[src/hw/fv_mem_consts.svh]
// compile-time sizes only; FIFO depth must be a power of two and bank count must be 4 (2-bit bank field).
`ifndef FV_MEM_CONSTS_SVH
`define FV_MEM_CONSTS_SVH

// number of banks sharing the request port.
`define FV_NUM_BANKS 4

// full address is the bank index on top of the in-bank word address.
`define FV_ADDR_W 8
`define FV_BANK_ADDR_W 6

// feature word and processing element tag.
`define FV_DATA_W 32
`define FV_TAG_W 4

// request FIFO entries.
`define FV_FIFO_DEPTH 8

// cycles from issue to response inside a bank.
`define FV_BANK_LAT 3

`endif

[src/hw/fv_mem_pkg.sv]
// shared enums only; encodings are fixed widths and do not follow the constants header.
package fv_mem_pkg;

    // request opcode carried from the port down to each bank.
    typedef enum logic {
        FV_OP_READ  = 1'b0,
        FV_OP_WRITE = 1'b1
    } fv_op_t;

    // dispatcher states.
    // route waits for the popped entry, stall waits for the bank,
    // and complete issues it.
    typedef enum logic [1:0] {
        DISP_IDLE     = 2'd0,
        DISP_ROUTE    = 2'd1,
        DISP_STALL    = 2'd2,
        DISP_COMPLETE = 2'd3
    } fv_disp_state_t;

endpackage

[src/hw/fv_req_fifo.sv]
// push while full is dropped and rinc while empty is ignored; read data arrives one cycle after rinc.
`include "fv_mem_consts.svh"

module fv_req_fifo import fv_mem_pkg::*; (
    input  logic                  clk,
    input  logic                  reset,
    input  logic                  push,
    input  fv_op_t                push_op,
    input  logic [`FV_ADDR_W-1:0] push_addr,
    input  logic [`FV_TAG_W-1:0]  push_tag,
    input  logic [`FV_DATA_W-1:0] push_wdata,
    input  logic                  rinc,
    output logic                  empty,
    output logic                  full,
    output logic                  valid,
    output fv_op_t                rd_op,
    output logic [`FV_ADDR_W-1:0] rd_addr,
    output logic [`FV_TAG_W-1:0]  rd_tag,
    output logic [`FV_DATA_W-1:0] rd_wdata
);

    localparam int PTR_W = $clog2(`FV_FIFO_DEPTH);

    fv_op_t                buf_op    [`FV_FIFO_DEPTH];
    logic [`FV_ADDR_W-1:0] buf_addr  [`FV_FIFO_DEPTH];
    logic [`FV_TAG_W-1:0]  buf_tag   [`FV_FIFO_DEPTH];
    logic [`FV_DATA_W-1:0] buf_wdata [`FV_FIFO_DEPTH];

    logic [PTR_W-1:0] wptr;
    logic [PTR_W-1:0] rptr;
    logic [PTR_W:0]   count;
    logic             do_push;
    logic             do_pop;

    assign empty   = (count == '0);
    assign full    = (count == (PTR_W + 1)'(`FV_FIFO_DEPTH));
    assign do_push = push && !full;
    assign do_pop  = rinc && !empty;

    // pointers wrap on their own since the depth is a power of two.
    always_ff @(posedge clk) begin
        if (reset) begin
            wptr  <= '0;
            rptr  <= '0;
            count <= '0;
            valid <= 1'b0;
        end else begin
            if (do_push) wptr <= wptr + 1'b1;
            if (do_pop) rptr <= rptr + 1'b1;
            if (do_push && !do_pop) count <= count + 1'b1;
            else if (do_pop && !do_push) count <= count - 1'b1;
            valid <= do_pop;
        end
    end

    always_ff @(posedge clk) begin
        if (do_push) begin
            buf_op[wptr]    <= push_op;
            buf_addr[wptr]  <= push_addr;
            buf_tag[wptr]   <= push_tag;
            buf_wdata[wptr] <= push_wdata;
        end
        if (do_pop) begin
            rd_op    <= buf_op[rptr];
            rd_addr  <= buf_addr[rptr];
            rd_tag   <= buf_tag[rptr];
            rd_wdata <= buf_wdata[rptr];
        end
    end

endmodule

[config.mk]
export PLATFORM = sky130hd
export DESIGN_NAME = fv_req_fifo
export DESIGN_NICKNAME = d
export VERILOG_FILES = /design/src/hw/fv_mem_pkg.sv /design/src/hw/fv_req_fifo.sv
export VERILOG_INCLUDE_DIRS = /design/src /design/src/hw
export SDC_FILE = /design/constraint.sdc
export NUM_CORES = 1
export LEC_CHECK = 0
export BUFFER_PORTS_ARGS = -buffer_cell sky130_fd_sc_hd__clkbuf_2
export CAP_MARGIN = 20
export CORE_UTILIZATION = 60
export DETAILED_ROUTE_END_ITERATION = 12
export MAX_ROUTING_LAYER = met4
export PLACE_DENSITY = 0.89
export SLEW_MARGIN = 20
export SYNTH_ARGS = -nofsm -noshare
export SYNTH_HDL_FRONTEND = slang
export SYNTH_SLANG_ARGS = --single-unit
[constraint.sdc]
create_clock -name clk -period 10.8 [get_ports clk]
set_input_delay 1.62 -clock clk [delete_from_list [all_inputs] [get_ports clk]]
set_output_delay 1.62 -clock clk [all_outputs]
set_load 0.01 [all_outputs]
# Yosys cells after proc, flatten, opt, wreduce, memory -nomap -nowiden
# Memory sizes are Yosys's and may differ from the RTL's. A register that Yosys moved wholly into a read port is not among the register bits.
# Index checks and enable logic that the tools add are counted.
# op_classes
add_sub_neg,4
multipliers,0
n_div,0
magnitude_cmp,0
eq_ne,1
n_shift,0
mux,4
n_bitwise,0
reduce_logical,10
# ops
cell,count
4-bit 2-to-1 mux,2
"3-bit by 1-bit adder with 3-bit output, second input constant",2
"4-bit by 1-bit adder with 4-bit output, second input constant",1
"4-bit == test, second input constant",1
1-bit logical AND,4
1-bit zero test,4
4-bit zero test,1
"4-bit by 1-bit subtractor with 4-bit output, second input constant",1
1-bit 2-to-1 mux,2
2-bit nonzero test,1
# totals
register_bits,11
latchBits,0
mem_bits_rw,360
romBits,0
inputBits,49
out_inout_bits,48
word_cells,27
memories,4
# memory_table
memory,words,width,rd,rd_clocked_by_memory_dff,wr,line_no,rtl
buf_wdata,8,32,1,1,1,fv_req_fifo.sv:27,logic [`FV_DATA_W-1:0] buf_wdata [`FV_FIFO_DEPTH];
buf_addr,8,8,1,1,1,fv_req_fifo.sv:25,logic [`FV_ADDR_W-1:0] buf_addr [`FV_FIFO_DEPTH];
buf_tag,8,4,1,1,1,fv_req_fifo.sv:26,logic [`FV_TAG_W-1:0] buf_tag [`FV_FIFO_DEPTH];
buf_op,8,1,1,1,1,fv_req_fifo.sv:24,fv_op_t buf_op [`FV_FIFO_DEPTH];

# Logic depth before layout (Yosys ltp)
# logic_depth
depth_word,7
ltp_mapped,10

# Least setup slack after synthesis
# Ideal clock, no wire load.
# synth_path
kind,input to register
from,input push
to,memory buf_addr[0][0] in the netlist's numbering (enable)
setup_ns,0.559
arrival_time_ns,6.017
required_ns,10.241
path_slack_ns,4.223
path_stages,2
cell_sequence,nand2_1 nor4_1
# synth_via
elab_chain_cells,3
# synth_rtl
element,line_no,rtl
start: declaration,fv_req_fifo.sv:7,"input logic push,"
1-bit logical AND,fv_req_fifo.sv:37,assign do_push = push && !full;
1-bit 2-to-1 mux,fv_req_fifo.sv:57,if (do_push) begin
1-bit 2-to-1 mux (not written as such),fv_req_fifo.sv:59,buf_addr[wptr] <= push_addr;
end: declaration,fv_req_fifo.sv:25,
# Every way passes these cells.

# Worst setup path after layout
# layout_path
from,input push
to,memory buf_wdata[4][27] in the netlist's numbering (enable)
# layout_via
elab_chain_cells,3
# layout_rtl
element,line_no,rtl
1-bit logical AND,fv_req_fifo.sv:37,
named net do_push,fv_req_fifo.sv:32,logic do_push;
1-bit 2-to-1 mux,fv_req_fifo.sv:57,
1-bit 2-to-1 mux (not written as such),fv_req_fifo.sv:61,buf_wdata[wptr] <= push_wdata;
end: declaration,fv_req_fifo.sv:27,
# The timed path passes the listed nets, and every way through them passes these cells.

==> results.md <==
- Via-to-Cell Ratio: 6.21
- Most Frequent Cell on Critical Path: nand2_1
- Core Region: 0.0259 sq mm
- Max Cap Viol: 0
- CP Data Arrival Time: 3.83 ns
- Post-synthesis sequential area ratio: 78.4%
- Reg clk slew, reported paths: 0.06 ns
- Distinct cells, synth: 26
- Cts bufs inserted: 39
- Synth area leaders: edfxtp_1, mux4_1, mux2_2
- Hold endpoint: count[2]
- Layout cells sized above 1: 27.9%
- Post-CTS sizing: 0
- Final hold viol count: 0
- GRT Total Usage: 24.1%
- Initial antenna violation count: 2
- Critical Path Sink Type: register
- WP data required: 10.95 ns
- Hold path start: count[2]
- Post-synthesis cell count: 637
- Starting Density: 61.0%
- Final GP Congestion: 0.757
- Design Area, Final: 0.0179 sq mm
- Critical path fanouts, max: 34
- Per-cell routed wire length: 27.0 um
- Status: finished, final reports clean
- Post-DP HPWL: 16100 um
- Power per cell area: 234 mW/mm^2
- Via count: 6983
- Period utilization: 34.1%
- Worst skew pair latency: 0.52 ns
- NumNets Final: 816
- Drt initial violations: 585
- Mean post-synth cell area: 24.8 sq um
- Drt first pass iters: 7
- Largest net degree at the start of global routing: 66
- Max-slew headroom: 28.3%
- Worst Tran Pin Value: 1.07 ns
- Fin Clk Skew: 0.0158 ns
- Crit-path cells: clkbuf_2 -> nand2_1 -> inv_1 -> nand2_1 -> nor3_2 -> buf_4
- Maximum vdd drop: 0.000187 V
- Most common cell after layout, fill and taps aside: edfxtp_1
- P&R area growth vs syn: 13.6%
- Worst Hold Class: reg -> reg
- Static leakage: 5.97 nW
- Clk sink count: 416
- Cell Area, Synth: 0.0158 sq mm
- Max Fclk: 0.272 GHz
- Slew Viols, Final: 0
- Hold buffer count at CTS: 0
- Port Buffers: 96
- Leading area contributor after synthesis: edfxtp_1
- Synth Register Bits: 416
- Slowest stage cell, crit path: nor3_2
- Final wirelength: 30300 um
- Routed Antenna Nets: 0
- Crit start category: input pin
- Crit Path Category: in -> reg
- I/O pin cnt: 97
- Min Tclk post-route: 3.68 ns
- Commonest cells after routing, fill and taps aside: edfxtp_1, clkbuf_2, mux4_1
- CTS tree: done
- Number of core rows: 59
- Vias in the first global route: 7368
- GR Overflow Total: 0
- Clk buf depth: 3
- RSZ-0062 raised after global routing: no
- Cell count after placement: 1055
- Post-CTS setup buffer count: 0
- FF-to-FF Start: count[0]
- Reg2reg end: buf_wdata[4][27]
- Final setup fails: 0
- Slack of the critical path: 7.12 ns
- Yosys warns: 0
- R2R setup slack: 7.65 ns
- Non-Filler Instances: 1125
- R2r worst-path depth: 6
- First-pass GRT wire length: 44700 um
- Peak per-stage delay on the critical path: 0.83 ns
- Post-place instance area: 0.0167 sq mm
- Mapped Nets: 692
- Die W: 164 um
- Die Y: 164 um
- H-tree levels: 2
- Setup tns final: 0 ns
- Post-route DRC: 0
- Yosys top cell area share: 77.0%
- WHS Path Cells: 2
- Fillers: 1403
- Final Total Pwr: 4.21 mW
- Die area: 0.0270 sq mm
- Root buf cell: clkbuf_16
- Worst slack, placed: 6.61 ns
[cell families after synthesis]
group                    Yosys count  synth area share [%]
AO/OA/AOI/OAI                      6                 0.214
XOR/XNOR                           6                 0.333
adder cells (fa/ha/maj)            6                 0.523
buffers and inverters             31                  1.23
flip-flops                       416                  78.4
multiplexers                     137                  18.3
AND/OR/NAND/NOR                   35                  1.04
[routing by layer]
layer / track usage, % / vias up / wire length (um) / share of wire, %
met3: 4.19 / 70 / 1810 / 6.0
met2: 42.1 / 288 / 16600 / 55
met1: 28.4 / 3598 / 11100 / 36
met4: 8.08 / 0 / 872 / 2.9
li1: - / 3027 / - / -
met5: - / - / 0 / 0
[worst max-delay path, delay by kind of cell]
family / cells / cell delay [ns]
simple gates: 3 / 1.29
buf+inv: 3 / 0.88
[synthesized netlist by cell type (all sizes together)]
cell / instances
clkbuf: 8
nand3: 2
inv: 4
xor2: 3
or4b: 1
nor3: 4
nor2b: 1
fa: 1
xnor2: 3
a31oi: 1
mux2: 46
edfxtp: 405
mux2i: 1
nand2: 8
buf: 19
nor2: 14
nand2b: 3
mux4: 90
a21oi: 4
nor4: 2
dfxtp: 11
a211oi: 1
ha: 5
[where the power goes]
part	total [mW]	internal, mW	switching, mW	leakage (nW)
sequential	2.09	1.99	0.0978	3.78
combinational	0.793	0.400	0.393	1.59
clock	1.33	0.773	0.552	0.594
total	4.21	3.16	1.04	5.97
[registers in the layout (all words and copies together) (netlist names)]
name	cells
buf_wdata	256
buf_addr	64
buf_tag	32
rd_wdata	32
buf_op	8
rd_addr	8
count	4
rd_tag	4
rptr	3
wptr	3
rd_op	1
valid	1
[per-stage QoR]
step / util (%) / hold WS (ns)
3_3_place_gp: 64.3 / 0.526
6_report: 69.2 / 0.603
3_5_place_dp: 64.5 / 0.571
2_1_floorplan: - / 0.498
4_1_cts: 69.2 / 0.594
5_1_grt: 69.2 / 0.652
[how the worst max path moves through the flow]
stage | from | end | slack [ns] | cells past startpoint
6_report | push | buf_wdata[4][27] | 7.12 | 6
5_1_grt | push | buf_addr[4][0] | 6.97 | 6
4_1_cts | push | buf_wdata[4][10] | 7.14 | 6
3_3_place_gp | push | buf_wdata[4][2] | 6.78 | 6
3_5_place_dp | push | buf_wdata[4][3] | 6.61 | 6
2_1_floorplan | push | buf_addr[0][0] | 4.22 | 2
[cell type report]
| class | count | area, sq um | area share (%) |
|---|---|---|---|
| timing repair buffer | 110 | 606 | 3.38 |
| inverter | 4 | 17.5 | 0.0976 |
| sequential | 416 | 12400 | 69.1 |
| tap | 335 | 419 | 2.34 |
| multi-input combinational | 190 | 3280 | 18.3 |
| clock inverter | 13 | 136 | 0.760 |
| antenna | 2 | 5.00 | 0.0279 |
| clock buffer | 55 | 1090 | 6.07 |
(Power assumes the default switching activity.)
