### src/hw/fv_mem_consts.svh
// compile-time sizes only; FIFO depth must be a power of two and bank count must be 4 (2-bit bank field).
`ifndef FV_MEM_CONSTS_SVH
`define FV_MEM_CONSTS_SVH

// number of banks sharing the request port.
`define FV_NUM_BANKS 4

// full address is the bank index on top of the in-bank word address.
`define FV_ADDR_W 8
`define FV_BANK_ADDR_W 6

// feature word and processing element tag.
`define FV_DATA_W 32
`define FV_TAG_W 4

// request FIFO entries.
`define FV_FIFO_DEPTH 8

// cycles from issue to response inside a bank.
`define FV_BANK_LAT 3

`endif

### src/hw/fv_mem_pkg.sv
// shared enums only; encodings are fixed widths and do not follow the constants header.
package fv_mem_pkg;

    // request opcode carried from the port down to each bank.
    typedef enum logic {
        FV_OP_READ  = 1'b0,
        FV_OP_WRITE = 1'b1
    } fv_op_t;

    // dispatcher states.
    // route waits for the popped entry, stall waits for the bank,
    // and complete issues it.
    typedef enum logic [1:0] {
        DISP_IDLE     = 2'd0,
        DISP_ROUTE    = 2'd1,
        DISP_STALL    = 2'd2,
        DISP_COMPLETE = 2'd3
    } fv_disp_state_t;

endpackage

### src/hw/fv_mem_dispatch.sv
// one request in flight at a time; relies on bank_busy rising the cycle after each issue.
`include "fv_mem_consts.svh"

module fv_mem_dispatch import fv_mem_pkg::*; (
    input  logic                       clk,
    input  logic                       reset,
    input  logic                       fifo_empty,
    input  logic                       fifo_valid,
    input  fv_op_t                     fifo_op,
    input  logic [`FV_ADDR_W-1:0]      fifo_addr,
    input  logic [`FV_TAG_W-1:0]       fifo_tag,
    input  logic [`FV_DATA_W-1:0]      fifo_wdata,
    input  logic [`FV_NUM_BANKS-1:0]   bank_busy,
    output logic                       fifo_rinc,
    output logic [`FV_NUM_BANKS-1:0]   issue_valid,
    output fv_op_t                     issue_op,
    output logic [`FV_BANK_ADDR_W-1:0] issue_bank_addr,
    output logic [`FV_TAG_W-1:0]       issue_tag,
    output logic [`FV_DATA_W-1:0]      issue_wdata
);

    localparam int BANK_W = $clog2(`FV_NUM_BANKS);

    fv_disp_state_t state;
    fv_disp_state_t nx_state;

    // request held between the FIFO pop and the issue.
    fv_op_t                req_op;
    logic [`FV_ADDR_W-1:0] req_addr;
    logic [`FV_TAG_W-1:0]  req_tag;
    logic [`FV_DATA_W-1:0] req_wdata;

    logic [BANK_W-1:0]        fifo_bank;
    logic [BANK_W-1:0]        req_bank;
    logic                     capture;
    logic                     nx_rinc;
    logic [`FV_NUM_BANKS-1:0] nx_issue_valid;

    assign fifo_bank = fifo_addr[`FV_ADDR_W-1:`FV_BANK_ADDR_W];
    assign req_bank  = req_addr[`FV_ADDR_W-1:`FV_BANK_ADDR_W];

    always_comb begin
        nx_state       = state;
        nx_rinc        = 1'b0;
        nx_issue_valid = '0;
        capture        = 1'b0;
        case (state)
            DISP_IDLE: begin
                if (!fifo_empty) begin
                    nx_rinc  = 1'b1;
                    nx_state = DISP_ROUTE;
                end
            end
            DISP_ROUTE: begin
                // the busy check here uses the bank of the entry arriving now.
                if (fifo_valid) begin
                    capture  = 1'b1;
                    nx_state = bank_busy[fifo_bank] ? DISP_STALL : DISP_COMPLETE;
                end
            end
            DISP_STALL: begin
                if (!bank_busy[req_bank]) nx_state = DISP_COMPLETE;
            end
            DISP_COMPLETE: begin
                nx_issue_valid[req_bank] = 1'b1;
                if (!fifo_empty) begin
                    nx_rinc  = 1'b1;
                    nx_state = DISP_ROUTE;
                end else begin
                    nx_state = DISP_IDLE;
                end
            end
            default: nx_state = DISP_IDLE;
        endcase
    end

    always_ff @(posedge clk) begin
        if (reset) begin
            state       <= DISP_IDLE;
            fifo_rinc   <= 1'b0;
            issue_valid <= '0;
        end else begin
            state       <= nx_state;
            fifo_rinc   <= nx_rinc;
            issue_valid <= nx_issue_valid;
        end
    end

    always_ff @(posedge clk) begin
        if (capture) begin
            req_op    <= fifo_op;
            req_addr  <= fifo_addr;
            req_tag   <= fifo_tag;
            req_wdata <= fifo_wdata;
        end
        // payload lines up with the registered strobe.
        if (state == DISP_COMPLETE) begin
            issue_op        <= req_op;
            issue_bank_addr <= req_addr[`FV_BANK_ADDR_W-1:0];
            issue_tag       <= req_tag;
            issue_wdata     <= req_wdata;
        end
    end

endmodule

### config.mk
export PLATFORM = sky130hd
export DESIGN_NAME = fv_mem_dispatch
export DESIGN_NICKNAME = d
export VERILOG_FILES = /design/src/hw/fv_mem_pkg.sv /design/src/hw/fv_mem_dispatch.sv
export VERILOG_INCLUDE_DIRS = /design/src /design/src/hw
export SDC_FILE = /design/constraint.sdc
export NUM_CORES = 1
export LEC_CHECK = 0
export ABC_AREA = 0
export BUFFER_PORTS_ARGS = -buffer_cell sky130_fd_sc_hd__buf_2
export CAP_MARGIN = 0
export CELL_PAD_IN_SITES_DETAIL_PLACEMENT = 1
export CELL_PAD_IN_SITES_GLOBAL_PLACEMENT = 2
export CORE_ASPECT_RATIO = 0.75
export CORE_UTILIZATION = 36
export DETAILED_ROUTE_END_ITERATION = 10
export PLACE_DENSITY_LB_ADDON = 0.1
export SLEW_MARGIN = 15
export SYNTH_ARGS = -nofsm -noshare
export SYNTH_HDL_FRONTEND = slang
export SYNTH_SLANG_ARGS = --single-unit
### constraint.sdc
create_clock -name clk -period 2.83 [get_ports clk]
set_input_delay 0 -clock clk [delete_from_list [all_inputs] [get_ports clk]]
set_output_delay 0 -clock clk [all_outputs]
set_load 0.02 [all_outputs]
Yosys cells after proc, flatten, opt, wreduce, memory -nomap -nowiden --
Cells that the tools add are included.
Storage, ports and cells: flip-flop bits (word level) 95, input bits 53, output and inout port bits 48, word-level logic and storage cells 43
Operators by class: $lt $le $gt $ge 3, eq/ne operators 6, mux-type cells 15, bitwise operators 2, reductions and logical operators 6
Operators with widths (count):
- 2-to-1 mux 1 bit | 8
- one-hot mux 2 bit (4 select lines) | 1
- less-than comparator 2 x 3 -> 1 bit, second input constant | 2
- 2-to-1 mux 2 bit | 3
- inequality test 2 bit, second input constant | 3
- OR reduction 2 bit | 3
- binary-select mux 1 bit (select 2 bit) | 2
- equality test 2 bit, second input constant | 2
- AND reduction 3 bit | 1
- demux 1 bit (select 2 bit) | 1
- equality test 2 x 1 -> 1 bit, second input constant | 1
- >= comparator 2 x 1 -> 1 bit, second input constant | 1
- zero test 2 bit | 1
- NOT 1 bit | 2
- logical AND 1 bit | 1

Depth between registers and ports, before layout --
Gate-level depths: netlist of run 1.
depth after elaboration 5, mapped depth 6, mapped depth without buffers 6

Worst setup path before layout of run 1 --
OpenSTA, ideal clock, no wires.
path kind reg2reg, from register state[0], to register state[0], library setup time 86 ps, data arrival time 2024 ps, required time 2744 ps, slack 721 ps, stages on the path, launching flop included 4, buffers on the path 0, period minus slack after synthesis 2109 ps, path through dfxtp_1 -> ha_1 -> a2111oi_0 -> a211oi_1
Between the ends: cells in the longest elaborated chain, start to end 3, elaborated cells on any way between the ends 9, classes of those cells eq/ne (6); mux (1); reduce/logical (2)
Ends and longest elaborated chain:
- from (decl) | line fv_mem_dispatch.sv:24 | fv_disp_state_t state;
- from (signal assigned) | line fv_mem_dispatch.sv:83 | state <= nx_state;
- equality test 2 bit, or another cell as far along | line fv_mem_dispatch.sv:47 | case (state)
- inequality test 2 bit (no source line)
- AND reduction 3 bit (no source line)
Parallel ways exist; a longest one is shown, timed or not. A chain may end at the register's enable or synchronous reset.

Final worst setup path of run 1 --
from register state[0], to register issue_wdata[31], enable pin
Between the ends: cells in the longest elaborated chain, start to end 1
Ends and longest elaborated chain:
- equality test 2 bit | line fv_mem_dispatch.sv:97 | if (state == DISP_COMPLETE) begin
- to (signal assigned) | line fv_mem_dispatch.sv:101 | issue_wdata <= req_wdata;
- to (decl) | line fv_mem_dispatch.sv:19 | output logic [`FV_DATA_W-1:0] issue_wdata
Every way passes these cells.

==> metrics.cfg, run 1 <==
[routing]
first_iter_violations=44
routed-wl-met3_um=360
drt_first_pass_iters=4
highest_layer=met4
vias_per_cell=4.23
wl_met1_um=2680
wl_met2_um=2850
post-route-drc-count=0
via_count=1649
ant_nets=0
wl_um=5920
wire_per_inst_um=15.2

[clocking]
root_buffer=clkbuf_8
holdBufCountCts=48
clock-sinks=95
cts-resized-gates=0
post_cts.repair.setup_buffers=0
cts_buffer_depth=2
h-tree-depth=3
clock_latency_ns=0.35
cts_tree=done
cts_made_buffers=9
clk_pin_slew_ns=0.09

[power_and_ir_drop]
irDropWorstVdd_uv=298
power.density_nw_per_um2=734
leakage_uw=0.00166
p_total_uw=3180

[cells_and_area]
drive_gt1_share_pct=43.2
syn_to_final_growth_pct=43.7
final_nets=338
instances_no_fill=390
n_antenna_cell=0
layout.cells.most_common=buf_2
fin_area_um2=4330
most-common-layout-cells=buf_2, edfxtp_1, dlygate4sd3_1, clkbuf_8, dfxtp_1

[synthesis]
postSynthAreaPerCell_um2=25.3
synth_edf_count=88
synth_async_sr_flop_share_pct=0
ys_ff_latch=95
ys_seq_area_share_pct=92.3
yosys-top-cells-area=edfxtp_1, dfxtp_1, ha_1
synth_ff_type=edfxtp_1
yosys.area.top_type=edfxtp_1
yosys.area.top_type_share_pct=87.6
synth_cell_types=17
synth_area_um2=3020
synthCells=119
ys_warn_count=0
synth_nets=177

[critical_path]
critical_path_class=register to register
start_kind=register
cp_cell_sequence=ha_2 -> buf_4
crit_arrival_ns=1.79
cp_slowest_stage_delay_ns=0.63
slowest_stage=ha_2
cp_data_required_time_ns=2.86
crit_fanout=28
endpoint_kind=register

[sta]
worst_pin_slew_ns=0.633
holdWs_ns=0.155
fin_worst_skew_ns=0.00591
min_period_ns=1.76
drv_slew=0
fin_setup_tns_ns=0
fin_crit_sh_pct=62.3
finalHoldViolCount=0
rsz0062_at_grt=false
slew_headroom_pct=57.8
fmax_mhz=567
setup_viol=0

[global_route]
grt_pass1_vias=1777
grt_overflow=0
grt_use_total_pct=14.2
antenna_found_initial=0
grt_max_degree=29
grt_pass1_wl_um=8810

[placed_design]
placed_cells=326
gp_routability_congestion=0.703
port_buffers=100
place_area_um2=3680
hpwl_um=3920

[floorplan]
start_util_pct=37.8
ios=101
die-area_um2=8750
core-area_um2=7990
fp.dieW_um=108
die_height_um=81.3
row_count=28

[outcome]
status=finished, final reports clean

[run]
cap_violations=0

[hold_path]
min_path_type=primary input to register

area by class of cell:
type | instances | area (µm²)
Timing Repair Buffer | 150 | 1010
Fill cell | 767 | 3650
Tap cell | 105 | 131
Inverter | 3 | 11.3
Sequential cell | 95 | 2780
Clock buffer | 10 | 128
Multi-Input combinational cell | 21 | 225
Clock inverter | 6 | 47.5
synthesized netlist by cell type (2+ instances only):
cell	number
dfxtp_1	7
edfxtp_1	88
ha_1	5
inv_1	3
mux4_2	2
nor2_1	2
nor2b_1	2
flip-flops by register name (all words and copies together) (netlist names):
name,cells
req_wdata,32
state,2
req_tag,4
issue_tag,4
fifo_rinc,1
issue_valid,4
issue_bank_addr,6
req_op,1
issue_op,1
req_addr,8
issue_wdata,32
logic make-up (layout without fill, tap and decap cells):
family | count (synthesis) | after routing | synth area share [%]
AOI/OAI and AO/OA | 3 | 3 | 1.04
buffers and inverters | 3 | 169 | 0.373
and+or+nand+nor | 10 | 10 | 2.41
muxes | 3 | 3 | 1.83
adders and majority gates | 5 | 5 | 2.07
DFF | 95 | 95 | 92.3
through the flow:
stage	worst slack, ns	util (%)
floorplan	0.721	-
global placement	1.15	46.1
detailed placement	1.06	46.1
CTS	1.02	54.3
global route	0.937	54.3
finish	1.07	54.3
worst max-delay path: cells and delay by family (launching register included):
kind | cells | cell delay (ns)
fa+ha+maj | 1 | 0.63
buf+inv | 1 | 0.40
flops | 1 | 0.41
final timing paths:
kind	start	endpoint	slack [ns]	depth (start not counted)
hold reg to reg	req_wdata[19]$_DFFE_PP_	issue_wdata[19]$_DFFE_PN_	0.42	0
setup / recovery	state[0]$_SDFFE_PP0P_	issue_wdata[31]$_DFFE_PN_	1.07	2
setup reg to reg	state[0]$_SDFFE_PP0P_	issue_wdata[31]$_DFFE_PN_	1.07	2
hold / removal	fifo_valid	state[0]$_SDFFE_PP0P_	0.16	5
per-layer routing:
metal	global-route usage [%]	vias to the layer above
met5	0	-
met4	4.66	0
met3	5.22	6
met2	23.8	65
met1	17.2	783
li1	-	795
power breakdown:
part           total, µW  switching, µW  internal (µW)
registers           1870           67.0           1800
clock network        778            454            324
logic                536            327            209
No activity file was read; power rests on OpenSTA's default activity.
==> run 2, diff against run 1 <==
--- a/config.mk
+++ b/config.mk
@@ -12,7 +12,7 @@
 export CELL_PAD_IN_SITES_DETAIL_PLACEMENT = 1
 export CELL_PAD_IN_SITES_GLOBAL_PLACEMENT = 2
 export CORE_ASPECT_RATIO = 0.75
-export CORE_UTILIZATION = 36
+export CORE_UTILIZATION = 32
 export DETAILED_ROUTE_END_ITERATION = 10
 export PLACE_DENSITY_LB_ADDON = 0.1
 export SLEW_MARGIN = 15
==> constraint.sdc (replaced) <==
create_clock -name clk -period 1.49 [get_ports clk]
set_input_delay 0 -clock clk [delete_from_list [all_inputs] [get_ports clk]]
set_output_delay 0 -clock clk [all_outputs]
set_load 0.02 [all_outputs]
==> run 2 against run 1 <==
Against the previous run:
- sequential share of layout area decreased by 2.6 points
- the run now ends with negative hold slack, negative setup slack left
- maximum frequency increased by 9.9%
- setup slack lost 1.2 ns
- critical path type unchanged
- largest power group unchanged
- core utilization shrank 4.6 points
==> metrics.cfg, run 2 (same netlist as run 1, synthesis figures left out) <==
[cells_and_area]
most-common-layout-cells=buf_2, edfxtp_1, dlygate4sd3_1, clkbuf_16, dfxtp_1
n_antenna_cell=0  ; unchanged
post-route-util_pct=49.7  ; -4.6 points
fin_area_um2=4510  ; +4.2%
final_nets=343  ; +1.5%
layout.cells.most_common=buf_2
drive_gt1_share_pct=43.9  ; +0.79 points
syn_to_final_growth_pct=49.7
largestRegisters=issue_wdata: 32 flops, req_wdata: 32 flops, req_addr: 8 flops

[hold_path]
min_path_type=primary input to register
hold_path_depth=2  ; -3
hold_end=state[1]$_SDFFE_PP0P_
worstHoldStart=reset

[global_route]
grt_pass1_vias=1866  ; +5.0%
grt_pass1_wl_um=8980  ; +1.9%
antenna_found_initial=0  ; unchanged
grt_overflow=0  ; unchanged
grtUsageMet3_pct=5.30  ; +0.084 points
grt_use_total_pct=12.6  ; -1.6 points
grt.met1_usage_pct=13.4  ; -3.8 points
top_usage_layer=met2
use_met2_pct=21.9  ; -1.9 points
grt_max_degree=36  ; +24%

[routing]
vias_per_cell=4.09  ; -3.2%
wire_per_inst_um=13.9  ; -8.3%
via_count=1707  ; +3.5%
wl_um=5810  ; -1.9%
drt_first_pass_iters=4  ; unchanged
first_iter_violations=109  ; +150%
ant_nets=0  ; unchanged
post-route-drc-count=0  ; unchanged

[clocking]
h-tree-depth=3  ; unchanged
clock_latency_ns=0.33  ; -0.02 ns
holdBufCountCts=46  ; -4.2%
clk_pin_slew_ns=0.06  ; -0.03 ns
cts-resized-gates=0  ; unchanged
clock-sinks=95  ; unchanged
cts_buffer_depth=2  ; unchanged
cts_tree=done
root_buffer=clkbuf_16
cts_made_buffers=9  ; unchanged

[floorplan]
ios=101  ; unchanged
start_util_pct=33.2  ; -4.6 points
core-area_um2=9080  ; +14%
die_height_um=86.1  ; +5.9%
die-area_um2=9820  ; +12%
row_count=30  ; +7.1%
fp.dieW_um=114  ; +6.0%

[sta]
fin_setup_tns_ns=-0.197  ; -0.197 ns
timing.final.ws_setup_ns=-0.115  ; -1.18 ns
drv_slew=0  ; unchanged
fin_crit_sh_pct=108  ; +45 points
slew_headroom_pct=75.6  ; +18 points
worst_pin_slew_ns=0.357  ; -0.276 ns
setup_viol=2  ; +2
rsz0062_at_grt=true
min_period_ns=1.60  ; -0.159 ns
finalHoldViolCount=5  ; +5
fmax_mhz=623  ; +9.9%
fin_worst_skew_ns=0.00542  ; -0.000490 ns
holdWs_ns=-0.0790  ; -0.234 ns

[outcome]
violations=negative hold slack, negative setup slack
status=finished, violations left

[critical_path]
crit_arrival_ns=1.83  ; +0.04 ns
crit_fanout=3  ; -89%
reg2reg_from=req_addr[6]$_DFFE_PP_
start_kind=register
worst-r2r-cell-count=4  ; +2
rrSetupSlack_ns=-0.11  ; -1.18 ns
endpoint_kind=register
critical_path_class=register to register
cp_data_required_time_ns=1.72  ; -1.14 ns
r2r-end=state[1]$_SDFFE_PP0P_

[power_and_ir_drop]
irDropWorstVdd_uv=769  ; +160%
power.density_nw_per_um2=1480  ; +100%
leakage_uw=0.00172  ; +3.9%

[placed_design]
place_area_um2=3770  ; +2.6%
dp_slack_ns=-0.115  ; -1.17 ns
hpwl_um=3670  ; -6.5%
port_buffers=100  ; unchanged
gp_routability_congestion=0.675  ; -4.0%

[run]
cap_violations=0  ; unchanged

## run 2: cell types whose count changed in the layout (fill, tap and decap cells not counted)
cell	change
clkinv_4	-4
clkinv_1	+1
and2_4	+1
buf_12	+2
clkinvlp_4	+1
clkbuf_1	+1
buf_4	+5
and2_2	-1
a221oi_4	+1
clkbuf_16	+9
a221oi_2	-1
dlygate4sd3_1	-2
clkbuf_8	-9
## run 2: what timing repair did
| item | in CTS | in global routing |
|---|---|---|
| pin swaps | 1 | 0 |
| buffers inserted | 2 | 1 |
| hold endpoints to repair | 50 | 5 |
| endpoints found under the setup margin | 2 | 2 |
## run 2: where the power goes
part	internal (µW)	total (µW)	switching, µW
logic	492	1140	649
registers	3420	3540	117
clock network	1110	1990	877
## run 2: final cells by class
| cell class | count | area (µm²) |
|---|---|---|
| multi-input combinational | 21 | 238 |
| inverter | 3 | 11.3 |
| timing repair buffer | 155 | 1070 |
| fill | 922 | 4570 |
| tap | 128 | 160 |
| sequential | 95 | 2780 |
| clock inverter | 4 | 23.8 |
| clock buffer | 11 | 233 |
## run 2: worst max-delay path by stage
stage,from,endpoint,slack (ns),cells past startpoint
after floorplan,state[0]$_SDFFE_PP0P_,state[0]$_SDFFE_PP0P_,-0.09,3
after global placement,req_addr[6]$_DFFE_PP_,state[1]$_SDFFE_PP0P_,-0.05,4
after detailed placement,req_addr[6]$_DFFE_PP_,state[1]$_SDFFE_PP0P_,-0.12,4
after CTS,req_addr[6]$_DFFE_PP_,state[1]$_SDFFE_PP0P_,-0.11,4
after global routing,req_addr[6]$_DFFE_PP_,state[1]$_SDFFE_PP0P_,-0.20,4
final,req_addr[6]$_DFFE_PP_,state[1]$_SDFFE_PP0P_,-0.11,4
## run 2: stage by stage
step,std cells,total power [µW]
6_report,417,6670
5_1_grt,417,6990
3_5_place_dp,353,4640
2_1_floorplan,119,4170
3_3_place_gp,353,4580
4_1_cts,416,6780
## run 2: critical path, stage by stage (launching register included)
cell,delay (ns)
edfxtp_1,0.38
mux4_2,0.54
a221oi_4,0.30
mux2i_1,0.23
nor2_1,0.05
## run 2: per-layer routing
metal / vias to the layer above / part of all wire, %
met3: 9 / 7.0
met1: 825 / 40
met5: - / 0
met4: 0 / 1.5
li1: 806 / -
met2: 67 / 52
